`src/logic/link_pkg.sv`:
```
package link_pkg;

    typedef logic [2:0] byte_count_t;  // number of valid bytes, 0 to 4

    localparam byte_count_t WORD_BYTES = 3'd4;

    typedef enum logic [1:0]
    {
        BEAT_HEADER_SHORT,
        BEAT_HEADER_LONG,
        BEAT_PAYLOAD
    } beat_kind_e;

    typedef struct packed
    {
        beat_kind_e  kind;
        logic [31:0] data;
        byte_count_t bytes;
        logic        last;  // final payload beat of a long packet
    } fifo_beat_t;

    typedef struct packed
    {
        logic [31:0] data;
        byte_count_t bytes;
        logic        end_of_packet;
    } lane_beat_t;

    typedef struct packed
    {
        logic [31:0] data;
        logic [3:0]  strb;
        logic        last;
    } lane_word_t;

endpackage

```
`src/logic/dsi_pkg.sv`:
```
package dsi_pkg;

    typedef logic [7:0]  data_id_t;     // virtual channel in [7:6], data type in [5:0]
    typedef logic [15:0] word_count_t;  // payload bytes of a long packet
    typedef logic [7:0]  ecc_t;         // only the low six bits carry parity
    typedef logic [15:0] crc_t;

    typedef enum logic [1:0]
    {
        KIND_SHORT,
        KIND_LONG,
        KIND_RESERVED
    } packet_kind_e;

    // the low nibble of the data identifier selects the packet kind
    localparam logic [3:0] DT_NIBBLE_LONG        = 4'h9;
    localparam logic [3:0] DT_NIBBLE_RESERVED_LO = 4'h0;
    localparam logic [3:0] DT_NIBBLE_RESERVED_HI = 4'hf;

    localparam int ECC_USED_BITS = 6;

    // each parity bit is the xor of the header bits selected by its mask, p5 first
    localparam logic [ECC_USED_BITS-1:0][23:0] ECC_MASKS =
    {
        24'hEFFC00,
        24'hDF03F0,
        24'hB8E38E,
        24'h749A6D,
        24'hF2555B,
        24'hF12CB7
    };

    localparam crc_t CRC_SEED           = 16'hffff;
    localparam crc_t CRC_POLY_REFLECTED = 16'h8408;  // x^16+x^12+x^5+1 bit reversed
    localparam int   CRC_BYTES          = 2;

endpackage
```
`src/logic/packet_assembler_top.sv`:
```
`timescale 1ns/1ps

module packet_assembler_top
(
    input  logic        clk_sys,
    input  logic        reset_block_read_data_hs,
    input  logic [31:0] usr_fifo_data,
    input  logic        usr_fifo_empty,
    output logic        usr_fifo_read,
    input  logic        user_cmd_transmission_mode,  // 0 sends user packets in hs, 1 in lp
    output logic [31:0] iface_write_data,
    output logic [3:0]  iface_write_strb,
    output logic        iface_write_rqst,
    output logic        iface_last_word,
    output logic        iface_lpm_en,
    input  logic        iface_data_rqst,
    output logic        packet_error
);

    link_pkg::fifo_beat_t decode_beat;
    logic                 decode_valid;
    logic                 decode_ready;
    link_pkg::lane_beat_t exec_beat;
    logic                 exec_valid;
    logic                 exec_ready;

    header_decode decode0
    (
        .clk_sys                  (clk_sys),
        .reset_block_read_data_hs (reset_block_read_data_hs),
        .usr_fifo_data            (usr_fifo_data),
        .usr_fifo_empty           (usr_fifo_empty),
        .usr_fifo_read            (usr_fifo_read),
        .decode_beat              (decode_beat),
        .decode_valid             (decode_valid),
        .decode_ready             (decode_ready),
        .packet_error             (packet_error)
    );

    payload_execute execute0
    (
        .clk_sys                  (clk_sys),
        .reset_block_read_data_hs (reset_block_read_data_hs),
        .decode_beat              (decode_beat),
        .decode_valid             (decode_valid),
        .decode_ready             (decode_ready),
        .exec_beat                (exec_beat),
        .exec_valid               (exec_valid),
        .exec_ready               (exec_ready)
    );

    lane_word_result result0
    (
        .clk_sys                    (clk_sys),
        .reset_block_read_data_hs   (reset_block_read_data_hs),
        .exec_beat                  (exec_beat),
        .exec_valid                 (exec_valid),
        .exec_ready                 (exec_ready),
        .user_cmd_transmission_mode (user_cmd_transmission_mode),
        .iface_write_data           (iface_write_data),
        .iface_write_strb           (iface_write_strb),
        .iface_write_rqst           (iface_write_rqst),
        .iface_last_word            (iface_last_word),
        .iface_lpm_en               (iface_lpm_en),
        .iface_data_rqst            (iface_data_rqst)
    );

endmodule

```
`src/logic/lane_word_result.sv`:
```
`timescale 1ns/1ps

module lane_word_result
(
    input  logic                 clk_sys,
    input  logic                 reset_block_read_data_hs,
    input  link_pkg::lane_beat_t exec_beat,
    input  logic                 exec_valid,
    output logic                 exec_ready,
    input  logic                 user_cmd_transmission_mode,
    output logic [31:0]          iface_write_data,
    output logic [3:0]           iface_write_strb,
    output logic                 iface_write_rqst,
    output logic                 iface_last_word,
    output logic                 iface_lpm_en,  // 0 for hs, 1 for lp
    input  logic                 iface_data_rqst
);

    link_pkg::lane_word_t  out_word;
    link_pkg::lane_word_t  next_word;
    link_pkg::byte_count_t offset;         // bytes already waiting in the temp buffer
    link_pkg::byte_count_t total;
    logic [31:0]           temp_buffer;
    logic [63:0]           combined;
    logic                  flush_pending;  // tail bytes of a packet still need their own word
    logic                  in_packet;
    logic                  slot_free;
    logic                  word_xfer;
    logic                  beat_xfer;
    logic                  emit_beat;
    logic                  emit_flush;

    function automatic logic [3:0] strobe_of(input link_pkg::byte_count_t count);
        case (count)
            3'd0:    return 4'b0000;
            3'd1:    return 4'b0001;
            3'd2:    return 4'b0011;
            3'd3:    return 4'b0111;
            default: return 4'b1111;
        endcase
    endfunction

    function automatic logic [31:0] byte_mask(input link_pkg::byte_count_t count);
        logic [3:0] strb;
        strb = strobe_of(count);
        return {{8{strb[3]}}, {8{strb[2]}}, {8{strb[1]}}, {8{strb[0]}}};
    endfunction

    assign word_xfer  = iface_write_rqst && iface_data_rqst;
    assign slot_free  = !iface_write_rqst || iface_data_rqst;
    assign exec_ready = !flush_pending && slot_free && !iface_last_word;  // one packet per burst
    assign beat_xfer  = exec_valid && exec_ready;

    // new bytes land right above the ones kept from earlier beats
    assign total    = offset + exec_beat.bytes;
    assign combined = {32'h0, temp_buffer & byte_mask(offset)} |
                      ({32'h0, exec_beat.data & byte_mask(exec_beat.bytes)} << {offset, 3'b000});

    assign emit_beat  = beat_xfer && (total >= link_pkg::WORD_BYTES || exec_beat.end_of_packet);
    assign emit_flush = flush_pending && slot_free;

    always_comb
    begin
        next_word.data = combined[31:0];
        next_word.strb = strobe_of(total);
        next_word.last = exec_beat.end_of_packet && total <= link_pkg::WORD_BYTES;
        if (flush_pending)
        begin
            next_word.data = temp_buffer & byte_mask(offset);
            next_word.strb = strobe_of(offset);
            next_word.last = 1'b1;
        end
    end

    assign iface_write_data = out_word.data;
    assign iface_write_strb = out_word.strb;
    assign iface_last_word  = iface_write_rqst && out_word.last;

    always_ff @(posedge clk_sys)
    begin
        if (emit_beat || emit_flush)
            out_word <= next_word;
        if (beat_xfer)
            temp_buffer <= (total >= link_pkg::WORD_BYTES) ? combined[63:32] : combined[31:0];
    end

    always_ff @(posedge clk_sys)
    begin
        if (reset_block_read_data_hs)
        begin
            offset           <= '0;
            flush_pending    <= 1'b0;
            iface_write_rqst <= 1'b0;
            in_packet        <= 1'b0;
            iface_lpm_en     <= 1'b0;
        end
        else
        begin
            if (emit_beat || emit_flush)
                iface_write_rqst <= 1'b1;
            else if (word_xfer)
                iface_write_rqst <= 1'b0;

            if (emit_flush)
            begin
                flush_pending <= 1'b0;
                offset        <= '0;
            end
            else if (beat_xfer && total < link_pkg::WORD_BYTES)
                offset <= exec_beat.end_of_packet ? '0 : total;
            else if (beat_xfer)
            begin
                offset        <= total - link_pkg::WORD_BYTES;
                flush_pending <= exec_beat.end_of_packet && total > link_pkg::WORD_BYTES;
            end

            if (word_xfer && iface_last_word)
                in_packet <= 1'b0;
            if (beat_xfer)
                in_packet <= 1'b1;

            // mode is sampled only between packets so it stays stable across a burst
            if (!in_packet && !exec_valid)
                iface_lpm_en <= user_cmd_transmission_mode;
        end
    end

endmodule

```
`src/logic/payload_execute.sv`:
```
`timescale 1ns/1ps

module payload_execute
(
    input  logic                 clk_sys,
    input  logic                 reset_block_read_data_hs,
    input  link_pkg::fifo_beat_t decode_beat,
    input  logic                 decode_valid,
    output logic                 decode_ready,
    output link_pkg::lane_beat_t exec_beat,
    output logic                 exec_valid,
    input  logic                 exec_ready
);

    typedef enum logic
    {
        EXE_PASS,
        EXE_CRC
    } exe_state_e;

    exe_state_e           exe_state;
    dsi_pkg::crc_t        crc_reg;
    dsi_pkg::crc_t        crc_next;
    link_pkg::lane_beat_t next_beat;
    logic                 slot_free;
    logic                 beat_in;
    logic                 crc_out;

    // one payload byte folded in lsb first
    function automatic dsi_pkg::crc_t crc_byte(input dsi_pkg::crc_t crc, input logic [7:0] data);
        dsi_pkg::crc_t c;
        c = crc;
        for (int i = 0; i < 8; i++)
        begin
            if (c[0] ^ data[i])
                c = (c >> 1) ^ dsi_pkg::CRC_POLY_REFLECTED;
            else
                c = c >> 1;
        end
        return c;
    endfunction

    assign slot_free    = !exec_valid || exec_ready;
    assign decode_ready = slot_free && exe_state == EXE_PASS;  // stalled while the footer goes out
    assign beat_in      = decode_valid && decode_ready;
    assign crc_out      = slot_free && exe_state == EXE_CRC;

    always_comb
    begin
        crc_next = crc_reg;
        for (int i = 0; i < int'(link_pkg::WORD_BYTES); i++)
        begin
            if (i < int'(decode_beat.bytes))
                crc_next = crc_byte(crc_next, decode_beat.data[8*i +: 8]);
        end
    end

    always_comb
    begin
        next_beat.data          = decode_beat.data;
        next_beat.bytes         = decode_beat.bytes;
        next_beat.end_of_packet = decode_beat.kind == link_pkg::BEAT_HEADER_SHORT;
        if (exe_state == EXE_CRC)
        begin
            next_beat.data          = {16'h0000, crc_reg};  // low byte goes out first
            next_beat.bytes         = link_pkg::byte_count_t'(dsi_pkg::CRC_BYTES);
            next_beat.end_of_packet = 1'b1;
        end
    end

    always_ff @(posedge clk_sys)
    begin
        if (beat_in || crc_out)
            exec_beat <= next_beat;
    end

    always_ff @(posedge clk_sys)
    begin
        if (reset_block_read_data_hs)
        begin
            exe_state  <= EXE_PASS;
            exec_valid <= 1'b0;
            crc_reg    <= dsi_pkg::CRC_SEED;
        end
        else
        begin
            if (beat_in || crc_out)
                exec_valid <= 1'b1;
            else if (exec_ready)
                exec_valid <= 1'b0;
            if (crc_out)
                exe_state <= EXE_PASS;
            else if (beat_in)
            begin
                if (decode_beat.kind == link_pkg::BEAT_HEADER_LONG)
                    crc_reg <= dsi_pkg::CRC_SEED;  // a new long packet restarts the checksum
                else if (decode_beat.kind == link_pkg::BEAT_PAYLOAD)
                    crc_reg <= crc_next;
                if (decode_beat.last && decode_beat.kind != link_pkg::BEAT_HEADER_SHORT)
                    exe_state <= EXE_CRC;
            end
        end
    end

endmodule

```
`src/logic/header_decode.sv`:
```
`timescale 1ns/1ps

module header_decode
(
    input  logic                 clk_sys,
    input  logic                 reset_block_read_data_hs,
    input  logic [31:0]          usr_fifo_data,
    input  logic                 usr_fifo_empty,
    output logic                 usr_fifo_read,
    output link_pkg::fifo_beat_t decode_beat,
    output logic                 decode_valid,
    input  logic                 decode_ready,
    output logic                 packet_error
);

    typedef enum logic
    {
        DEC_HEADER,
        DEC_PAYLOAD
    } dec_state_e;

    dec_state_e             dec_state;
    dsi_pkg::word_count_t   bytes_left;     // payload bytes still to be read from the fifo
    dsi_pkg::word_count_t   word_count;
    dsi_pkg::packet_kind_e  header_kind;
    dsi_pkg::ecc_t          ecc;
    link_pkg::fifo_beat_t   next_beat;
    logic                   slot_free;
    logic                   reserved_hdr;
    logic                   beat_load;
    logic                   payload_last;

    function automatic dsi_pkg::packet_kind_e classify(input dsi_pkg::data_id_t data_id);
        if (data_id[3:0] == dsi_pkg::DT_NIBBLE_RESERVED_LO ||
            data_id[3:0] == dsi_pkg::DT_NIBBLE_RESERVED_HI)
            return dsi_pkg::KIND_RESERVED;
        if (data_id[3:0] == dsi_pkg::DT_NIBBLE_LONG)
            return dsi_pkg::KIND_LONG;
        return dsi_pkg::KIND_SHORT;
    endfunction

    // hamming parity over data identifier and word count, top two bits stay zero
    function automatic dsi_pkg::ecc_t header_ecc(input logic [23:0] header);
        dsi_pkg::ecc_t result;
        result = '0;
        for (int i = 0; i < dsi_pkg::ECC_USED_BITS; i++)
        begin
            result[i] = ^(header & dsi_pkg::ECC_MASKS[i]);
        end
        return result;
    endfunction

    assign word_count   = usr_fifo_data[23:8];
    assign header_kind  = classify(usr_fifo_data[7:0]);
    assign ecc          = header_ecc(usr_fifo_data[23:0]);
    assign payload_last = bytes_left <= dsi_pkg::word_count_t'(link_pkg::WORD_BYTES);

    assign slot_free     = !decode_valid || decode_ready;
    assign usr_fifo_read = !usr_fifo_empty && slot_free;  // show-ahead fifo, data is already valid
    assign reserved_hdr  = dec_state == DEC_HEADER && header_kind == dsi_pkg::KIND_RESERVED;
    assign beat_load     = usr_fifo_read && !reserved_hdr;

    always_comb
    begin
        next_beat = '0;
        if (dec_state == DEC_HEADER)
        begin
            next_beat.kind  = (header_kind == dsi_pkg::KIND_LONG) ? link_pkg::BEAT_HEADER_LONG
                                                                   : link_pkg::BEAT_HEADER_SHORT;
            next_beat.data  = {ecc, usr_fifo_data[23:0]};  // byte 3 from the user is replaced
            next_beat.bytes = link_pkg::WORD_BYTES;
            next_beat.last  = header_kind == dsi_pkg::KIND_LONG && word_count == '0;
        end
        else
        begin
            next_beat.kind  = link_pkg::BEAT_PAYLOAD;
            next_beat.data  = usr_fifo_data;
            next_beat.bytes = payload_last ? link_pkg::byte_count_t'(bytes_left)
                                           : link_pkg::WORD_BYTES;
            next_beat.last  = payload_last;
        end
    end

    always_ff @(posedge clk_sys)
    begin
        if (beat_load)
            decode_beat <= next_beat;
    end

    always_ff @(posedge clk_sys)
    begin
        if (reset_block_read_data_hs)
        begin
            dec_state    <= DEC_HEADER;
            bytes_left   <= '0;
            decode_valid <= 1'b0;
            packet_error <= 1'b0;
        end
        else
        begin
            packet_error <= usr_fifo_read && reserved_hdr;  // the reserved word is dropped
            if (decode_ready)
                decode_valid <= 1'b0;
            if (beat_load)
                decode_valid <= 1'b1;
            if (usr_fifo_read && dec_state == DEC_HEADER)
            begin
                if (header_kind == dsi_pkg::KIND_LONG && word_count != '0)
                begin
                    dec_state  <= DEC_PAYLOAD;
                    bytes_left <= word_count;
                end
            end
            else if (usr_fifo_read)
            begin
                bytes_left <= bytes_left - dsi_pkg::word_count_t'(link_pkg::WORD_BYTES);
                if (payload_last)
                    dec_state <= DEC_HEADER;
            end
        end
    end

endmodule

```
`config.mk`:
```
export PLATFORM = sky130hd
export DESIGN_NAME = packet_assembler_top
export DESIGN_NICKNAME = d
export VERILOG_FILES = /design/src/logic/link_pkg.sv /design/src/logic/dsi_pkg.sv /design/src/logic/packet_assembler_top.sv /design/src/logic/lane_word_result.sv /design/src/logic/payload_execute.sv /design/src/logic/header_decode.sv
export SDC_FILE = /design/constraint.sdc
export NUM_CORES = 1
export LEC_CHECK = 0
export BUFFER_PORTS_ARGS = -buffer_cell sky130_fd_sc_hd__clkbuf_2
export CAP_MARGIN = 20
export CORE_MARGIN = 3
export CORE_UTILIZATION = 32
export CTS_CLUSTER_DIAMETER = 200
export DETAILED_ROUTE_END_ITERATION = 7
export PLACE_DENSITY = 0.51
export SLEW_MARGIN = 40
export SYNTH_ARGS = -nofsm -noshare
export SYNTH_HDL_FRONTEND = slang
export SYNTH_SLANG_ARGS = --single-unit
```
`constraint.sdc`:
```
create_clock -name clk_sys -period 4.2 [get_ports clk_sys]
set_input_delay 0.63 -clock clk_sys [delete_from_list [all_inputs] [get_ports clk_sys]]
set_output_delay 0.63 -clock clk_sys [all_outputs]
set_load 0.01 [all_outputs]
```
* After elaboration in Yosys (flattened, before gate mapping)
Cells that the tools add are included.
W data, S select, Z words.
** Word-level totals
- Bits in latches :: 0
- Memories :: 0
- Word-level logic and storage cells :: 295
- Bits in writable memories :: 0
- Output and inout bits :: 41
- Memory bits (read-only) :: 0
- Register bits :: 187
- Input port bits :: 37
** Operators by class
- Reduce and logical (&&, ||, !) cells :: 68
- Eq/ne operators :: 16
- Multipliers :: 0
- Add/sub/neg operators :: 3
- Multiplexer cells :: 101
- Divide/modulo/power cells :: 0
- Bitwise operators :: 72
- Magnitude comparators :: 9
- Shifts and indexed selects :: 1
** Operators by type and width (number)
- $mux W16 :: 69
- $reduce_xor A24 Y1 :: 6
- $and A32 B32 Y32 :: 3
- $not A2 Y3 :: 32
- $or A32 B64 Y64 :: 1
- $shl A32 B6 Y64 :: 1
- $pmux W4 S4 :: 3
- $mux W37 :: 1
- $mux W34 :: 1
- $mux W32 :: 1
- $xor A1 B1 Y1 :: 32
- $logic_and A1 B1 Y1 :: 23
- $mux W20 :: 1
- $eq A3 B2 Y1 const B :: 6
- $reduce_bool A2 Y1 :: 9
- $le A16 B3 Y1 const B :: 1
- $logic_not A16 Y1 :: 1
- $mux W1 :: 16
- $reduce_bool A16 Y1 :: 1
- $sub A16 B3 Y16 const B :: 1
- $mux W3 :: 4
- $eq A3 B1 Y1 const B :: 3
- $logic_not A3 Y1 :: 3
- $eq A4 B4 Y1 const B :: 2
- other kinds (21) :: 49

* Longest topological paths before layout
- Depth after elaboration :: 98
- Depth in mapped cells :: 14
- Depth with buffers taken out :: 11

* Cells and area by module
Synthesis repeated with hierarchy kept, for this count alone.
** Unflattened totals
- Cell total of the unflattened synthesis :: 1233
- Area, all modules :: 12574.6 sq um
** By module, submodules not included
- payload_execute :: times used 1, cells an instance 454, area each 4785.8 sq um, sequential area each 1441.4 sq um
- lane_word_result :: times used 1, cells an instance 490, area each 4709.5 sq um, sequential area each 2212.1 sq um
- header_decode :: times used 1, cells an instance 289, area each 3079.2 sq um, sequential area each 1521.5 sq um

* Worst setup path before layout
OpenSTA, ideal clock, no wires.
- Kind :: register to register
- Start :: reg decode0.decode_beat[4] (netlist name)
- End :: reg execute0.crc_reg[10]
- Setup slack :: 0.525 ns
- Clock period less this slack :: 3.675 ns
- Stages on the path, launching flop included :: 13
- Required time :: 4.081 ns
- Path buffers :: 1
- Arrival time :: 3.556 ns
- Path through :: edfxtp_1 -> xnor2_4 -> xnor3_2 -> a21oi_4 -> xnor3_1 -> a21oi_4 -> xnor3_1 -> and3_1 -> a2111o_1 -> or2_1 -> buf_6 -> nor4_2 -> nor2_1
** On the way
- Word-level cells in the longest chain between the ends :: 74
** Ends and longest elaborated chain
- $xor A1 B1 Y1 * :: line payload_execute.sv:35 : if (c[0] ^ data[i])
- $mux W16 * :: line payload_execute.sv:35
- $mux W16 * :: line payload_execute.sv:53 : if (i < int'(decode_beat.bytes))
- $mux W16 * :: line payload_execute.sv:35
- $mux W16 * :: line payload_execute.sv:53
- $mux W16 * :: line payload_execute.sv:35
- $mux W16 * :: line payload_execute.sv:53
- $mux W16 * :: line payload_execute.sv:35
- [... 58 more ...]
- $mux W16 :: line payload_execute.sv:53
- $mux W16 :: line payload_execute.sv:35
- $mux W16 :: line payload_execute.sv:53
- $xor A1 B1 Y1 :: line payload_execute.sv:35
- $mux W16 :: line payload_execute.sv:35
- $mux W16 * :: line payload_execute.sv:53
- $mux W16 * :: line payload_execute.sv:97 : else if (decode_beat.kind == link_pkg::BEAT_PAYLOAD)
- $mux W16 * :: line payload_execute.sv:95 : if (decode_beat.kind == link_pkg::BEAT_HEADER_LONG)
- to (signal assigned) :: line payload_execute.sv:83 : crc_reg <= dsi_pkg::CRC_SEED;
- to (signal assigned) :: line payload_execute.sv:96 : crc_reg <= dsi_pkg::CRC_SEED;
- to (signal assigned) :: line payload_execute.sv:98 : crc_reg <= crc_next;
- to (decl) :: line payload_execute.sv:22 : dsi_pkg::crc_t crc_reg;
Mark *: on every way between the ends. The rest lies on a longest branch, timed or not. The select of a mux whose other input is x is not followed.
A chain may end at the register's enable or synchronous reset.

* Final worst setup path
- Start :: reg execute0.crc_reg[1]
- End :: reg execute0.crc_reg[8]
** On the way
- Word-level cells in the longest chain between the ends :: 74
** Ends and longest elaborated chain (line)
- $mux W16 :: payload_execute.sv:35
- $mux W16 :: payload_execute.sv:53
- $xor A1 B1 Y1 :: payload_execute.sv:35
- $mux W16 :: payload_execute.sv:35
- $mux W16 :: payload_execute.sv:53
- $mux W16 :: payload_execute.sv:35
- $mux W16 :: payload_execute.sv:53
- $mux W16 :: payload_execute.sv:35
- [... 58 more ...]
- $mux W16 :: payload_execute.sv:35
- $mux W16 :: payload_execute.sv:53
- $mux W16 :: payload_execute.sv:35
- $mux W16 :: payload_execute.sv:53
- $mux W16 :: payload_execute.sv:35
- $mux W16 * :: payload_execute.sv:53
- $mux W16 * :: payload_execute.sv:97
- $mux W16 * :: payload_execute.sv:95
Marked as above.

==> flow_summary.json <==
{
  "cts_htree_levels": 4,
  "fmax_ghz": 0.254,
  "cts_root_buffer": "clkbuf_16",
  "critPathBufInv": 0,
  "yosys-top-cells-area": "edfxtp_1 (35%), dfxtp_1 (7.1%), xnor2_1 (6.3%)",
  "rsz0062_at_grt": "false",
  "drt_iter0_markers": 755,
  "syn_inst": 1289,
  "core_area_um2": 37900,
  "syn_area_um2": 12400,
  "critPathCaptureType": "register",
  "yosysMostFrequentCell": "nand2_1",
  "fp.dieW_um": 203,
  "start_util_pct": 32.7,
  "synthFlopType": "edfxtp_1",
  "grt_overflow": 0,
  "nNetsFinal": 1371,
  "yosysWarnings": 0,
  "critPathMostFrequentCell": "xnor2_1",
  "drive_gt1_share_pct": 15.4,
  "fin_total_pwr_w": 0.0124,
  "setup_violations": 0,
  "routed_wl_um": 35600,
  "critPathRequiredTime_ps": 4560,
  "grt_pass1_vias": 9108,
  "max-slew-margin-rel_pct": 42.2,
  "crit_type": "register to register",
  "port_buffers": 77,
  "p_int_w": 0.00691,
  "startpoint_type": "register",
  "p_comb_share_pct": 67.5,
  "row_count": 71,
  "syn_area_per_cell_um2": 9.62,
  "drt_drc_violations_left": 0,
  "cpPeakStageDelay_ps": 520,
  "drtAntennaViolNets": 0,
  "period_share_pct": 93.7,
  "hold_ws_ps": 405,
  "ioPinCount": 78,
  "tritoncts": "yes",
  "yosysTopAreaCell": "edfxtp_1",
  "cts_sinks": 187,
  "seqPwrFrac_pct": 19.2,
  "ir_drop_v": 0.000544,
  "avgRoutedWirePerCell_um": 19.4,
  "clk_pin_slew_ps": 80,
  "swShare_pct": 44.3,
  "worstPathArrival_ps": 4290,
  "clock_power_share_pct": 13.4,
  "fin_crit_ps": 3940,
  "setup_ws_ps": 263,
  "slew_violations": 0,
  "cts_buffers": 17,
  "area_growth_pct": 11.4,
  "vias_per_cell": 5.21,
  "top_regs": "decode0.decode_beat (38), execute0.exec_beat (36)",
  "crit_path_max_fanout": 7,
  "die-height_um": 203,
  "fin_setup_tns_ps": 0,
  "synth_edf_count": 143,
  "leakagePower_nw": 5.40,
  "async_flop_share_pct": 0,
  "ys_seq_area_share_pct": 41.7,
  "clk_latency_ps": 450,
  "die_area_um2": 41100,
  "synth_nets": 1346,
  "post_cts_buffers": 0,
  "status": "finished clean",
  "stdcell_area_um2": 13800,
  "crit_chain": "xnor2_2 -> xnor3_1 -> xnor2_2 -> xnor2_1 -> a21oi_4 -> xnor3_1 -> or4b_1 -> nand4_1 -> xnor2_1 -> xnor2_1 -> a221oi_1",
  "dpl.hpwl_um": 27000,
  "clk_path_buf_depth": 2,
  "gp_congestion": 0.873,
  "placed_area_um2": 13200,
  "cts_hold_buffers": 0,
  "critical-path-slowest-cell": "xnor3_1",
  "largest_register": "decode0.decode_beat",
  "fin_worst_skew_ps": 15.6,
  "tightestPinTransition_ps": 867,
  "vias": 9573,
  "post_cts_resize_count": 0,
  "worst_hold_path_type": "input pin to register",
  "largest_register_ffs": 38,
  "power_density_nw_per_um2": 897,
  "maxCapViolCount": 0,
  "grt_pass1_wl_um": 54900,
  "dr.pass1.iters": 5,
  "switchingPower_w": 0.00549,
  "ys_ff_latch": 187,
  "pre_cts_slack_ps": 273,
  "hold_violations": 0,
  "synthDistinctLibCells": 73,
  "grt_max_degree": 59,
  "synth_common_cells": "nand2_1 (145), edfxtp_1 (143), o21ai_0 (130)",
  "cp_top_family": "XOR/XNOR gates",
  "antenna_found_initial": 0,
  "grt_use_total_pct": 17.2,
  "synth.top_cell.area_share_pct": 34.6
}
## per-layer routing
layer | track usage, % | wire length, µm
met2 | 27.7 | 16500
met3 | 3.38 | 1900
met1 | 23.6 | 16300
met4 | 5.02 | 917
met5 | 0 | 0
## cells by family after synthesis
logic type / synth area share [%]
xor gates and xnor gates: 14.2
adders and majority gates: 2.08
and+or+nand+nor: 15.1
AOI/OAI and AO/OA: 16.2
buffers and inverters: 5.73
DFF: 41.7
muxes: 4.92
## cells in the final DEF, fill, tap and decap left out, types with 12 or more instances in the layout
cell	Yosys	routed
nor2_1	96	93
nand2b_1	15	15
o211ai_1	16	16
clkbuf_2	0	77
nand2_1	145	144
xnor3_1	18	18
a22oi_1	12	12
a21oi_1	60	59
ha_1	19	19
a211oi_1	19	19
nand3_1	35	35
xnor2_1	89	89
dfxtp_1	44	44
xor2_1	28	27
mux2i_1	36	36
o21ai_0	130	130
nor3_1	19	19
and3_1	15	15
inv_1	40	40
buf_4	36	40
mux2_2	18	18
o22ai_1	15	15
edfxtp_1	143	143
nor2b_1	20	20
clkbuf_16	0	17
## layout make-up
type | count | area (µm²)
Clock inverter | 14 | 174
Clock buffer | 18 | 429
Multi-Input combinational cell | 951 | 6560
Timing Repair Buffer | 117 | 686
Fill cell | 3868 | 24100
Inverter | 40 | 150
Tap cell | 511 | 639
Sequential cell | 187 | 5170
Antenna cell | 1 | 2.50
## power groups by stage
| stage | registers [W] | clock network [W] | logic, W |
|---|---|---|---|
| 2_1_floorplan | 0.00234 | 0 | 0.00661 |
| 3_3_place_gp | 0.00241 | 0 | 0.00826 |
| 4_1_cts | 0.00237 | 0.00170 | 0.00832 |
| 5_1_grt | 0.00239 | 0.00178 | 0.00904 |
| 3_5_place_dp | 0.00242 | 0 | 0.00829 |
| 6_report | 0.00238 | 0.00166 | 0.00836 |
## per-stage QoR
stage | instances | util [%]
detailed placement | 1806 | 34.8
floorplan | 1289 | -
CTS | 1838 | 36.4
global placement | 1806 | 34.8
global route | 1838 | 36.4
finish | 1839 | 36.4
## tightest hold or removal path, cell delays in order
cell      delay [ps]
clkbuf_2          80
nand2_1           40
a21oi_1           50
## path summary, 6_finish.rpt
path / from / endpoint / slack, ps / depth (start not counted)
max: execute0.crc_reg[1]$_SDFFE_PP1P_ / execute0.crc_reg[8]$_SDFFE_PP1P_ / 260 / 11
min: user_cmd_transmission_mode / result0.iface_lpm_en$_SDFFE_PP0P_ / 410 / 3
max reg2reg: execute0.crc_reg[1]$_SDFFE_PP1P_ / execute0.crc_reg[8]$_SDFFE_PP1P_ / 260 / 11
min reg2reg: result0.in_packet$_SDFFE_PP0P_ / result0.in_packet$_SDFFE_PP0P_ / 480 / 2
(Power assumes the default switching activity.)
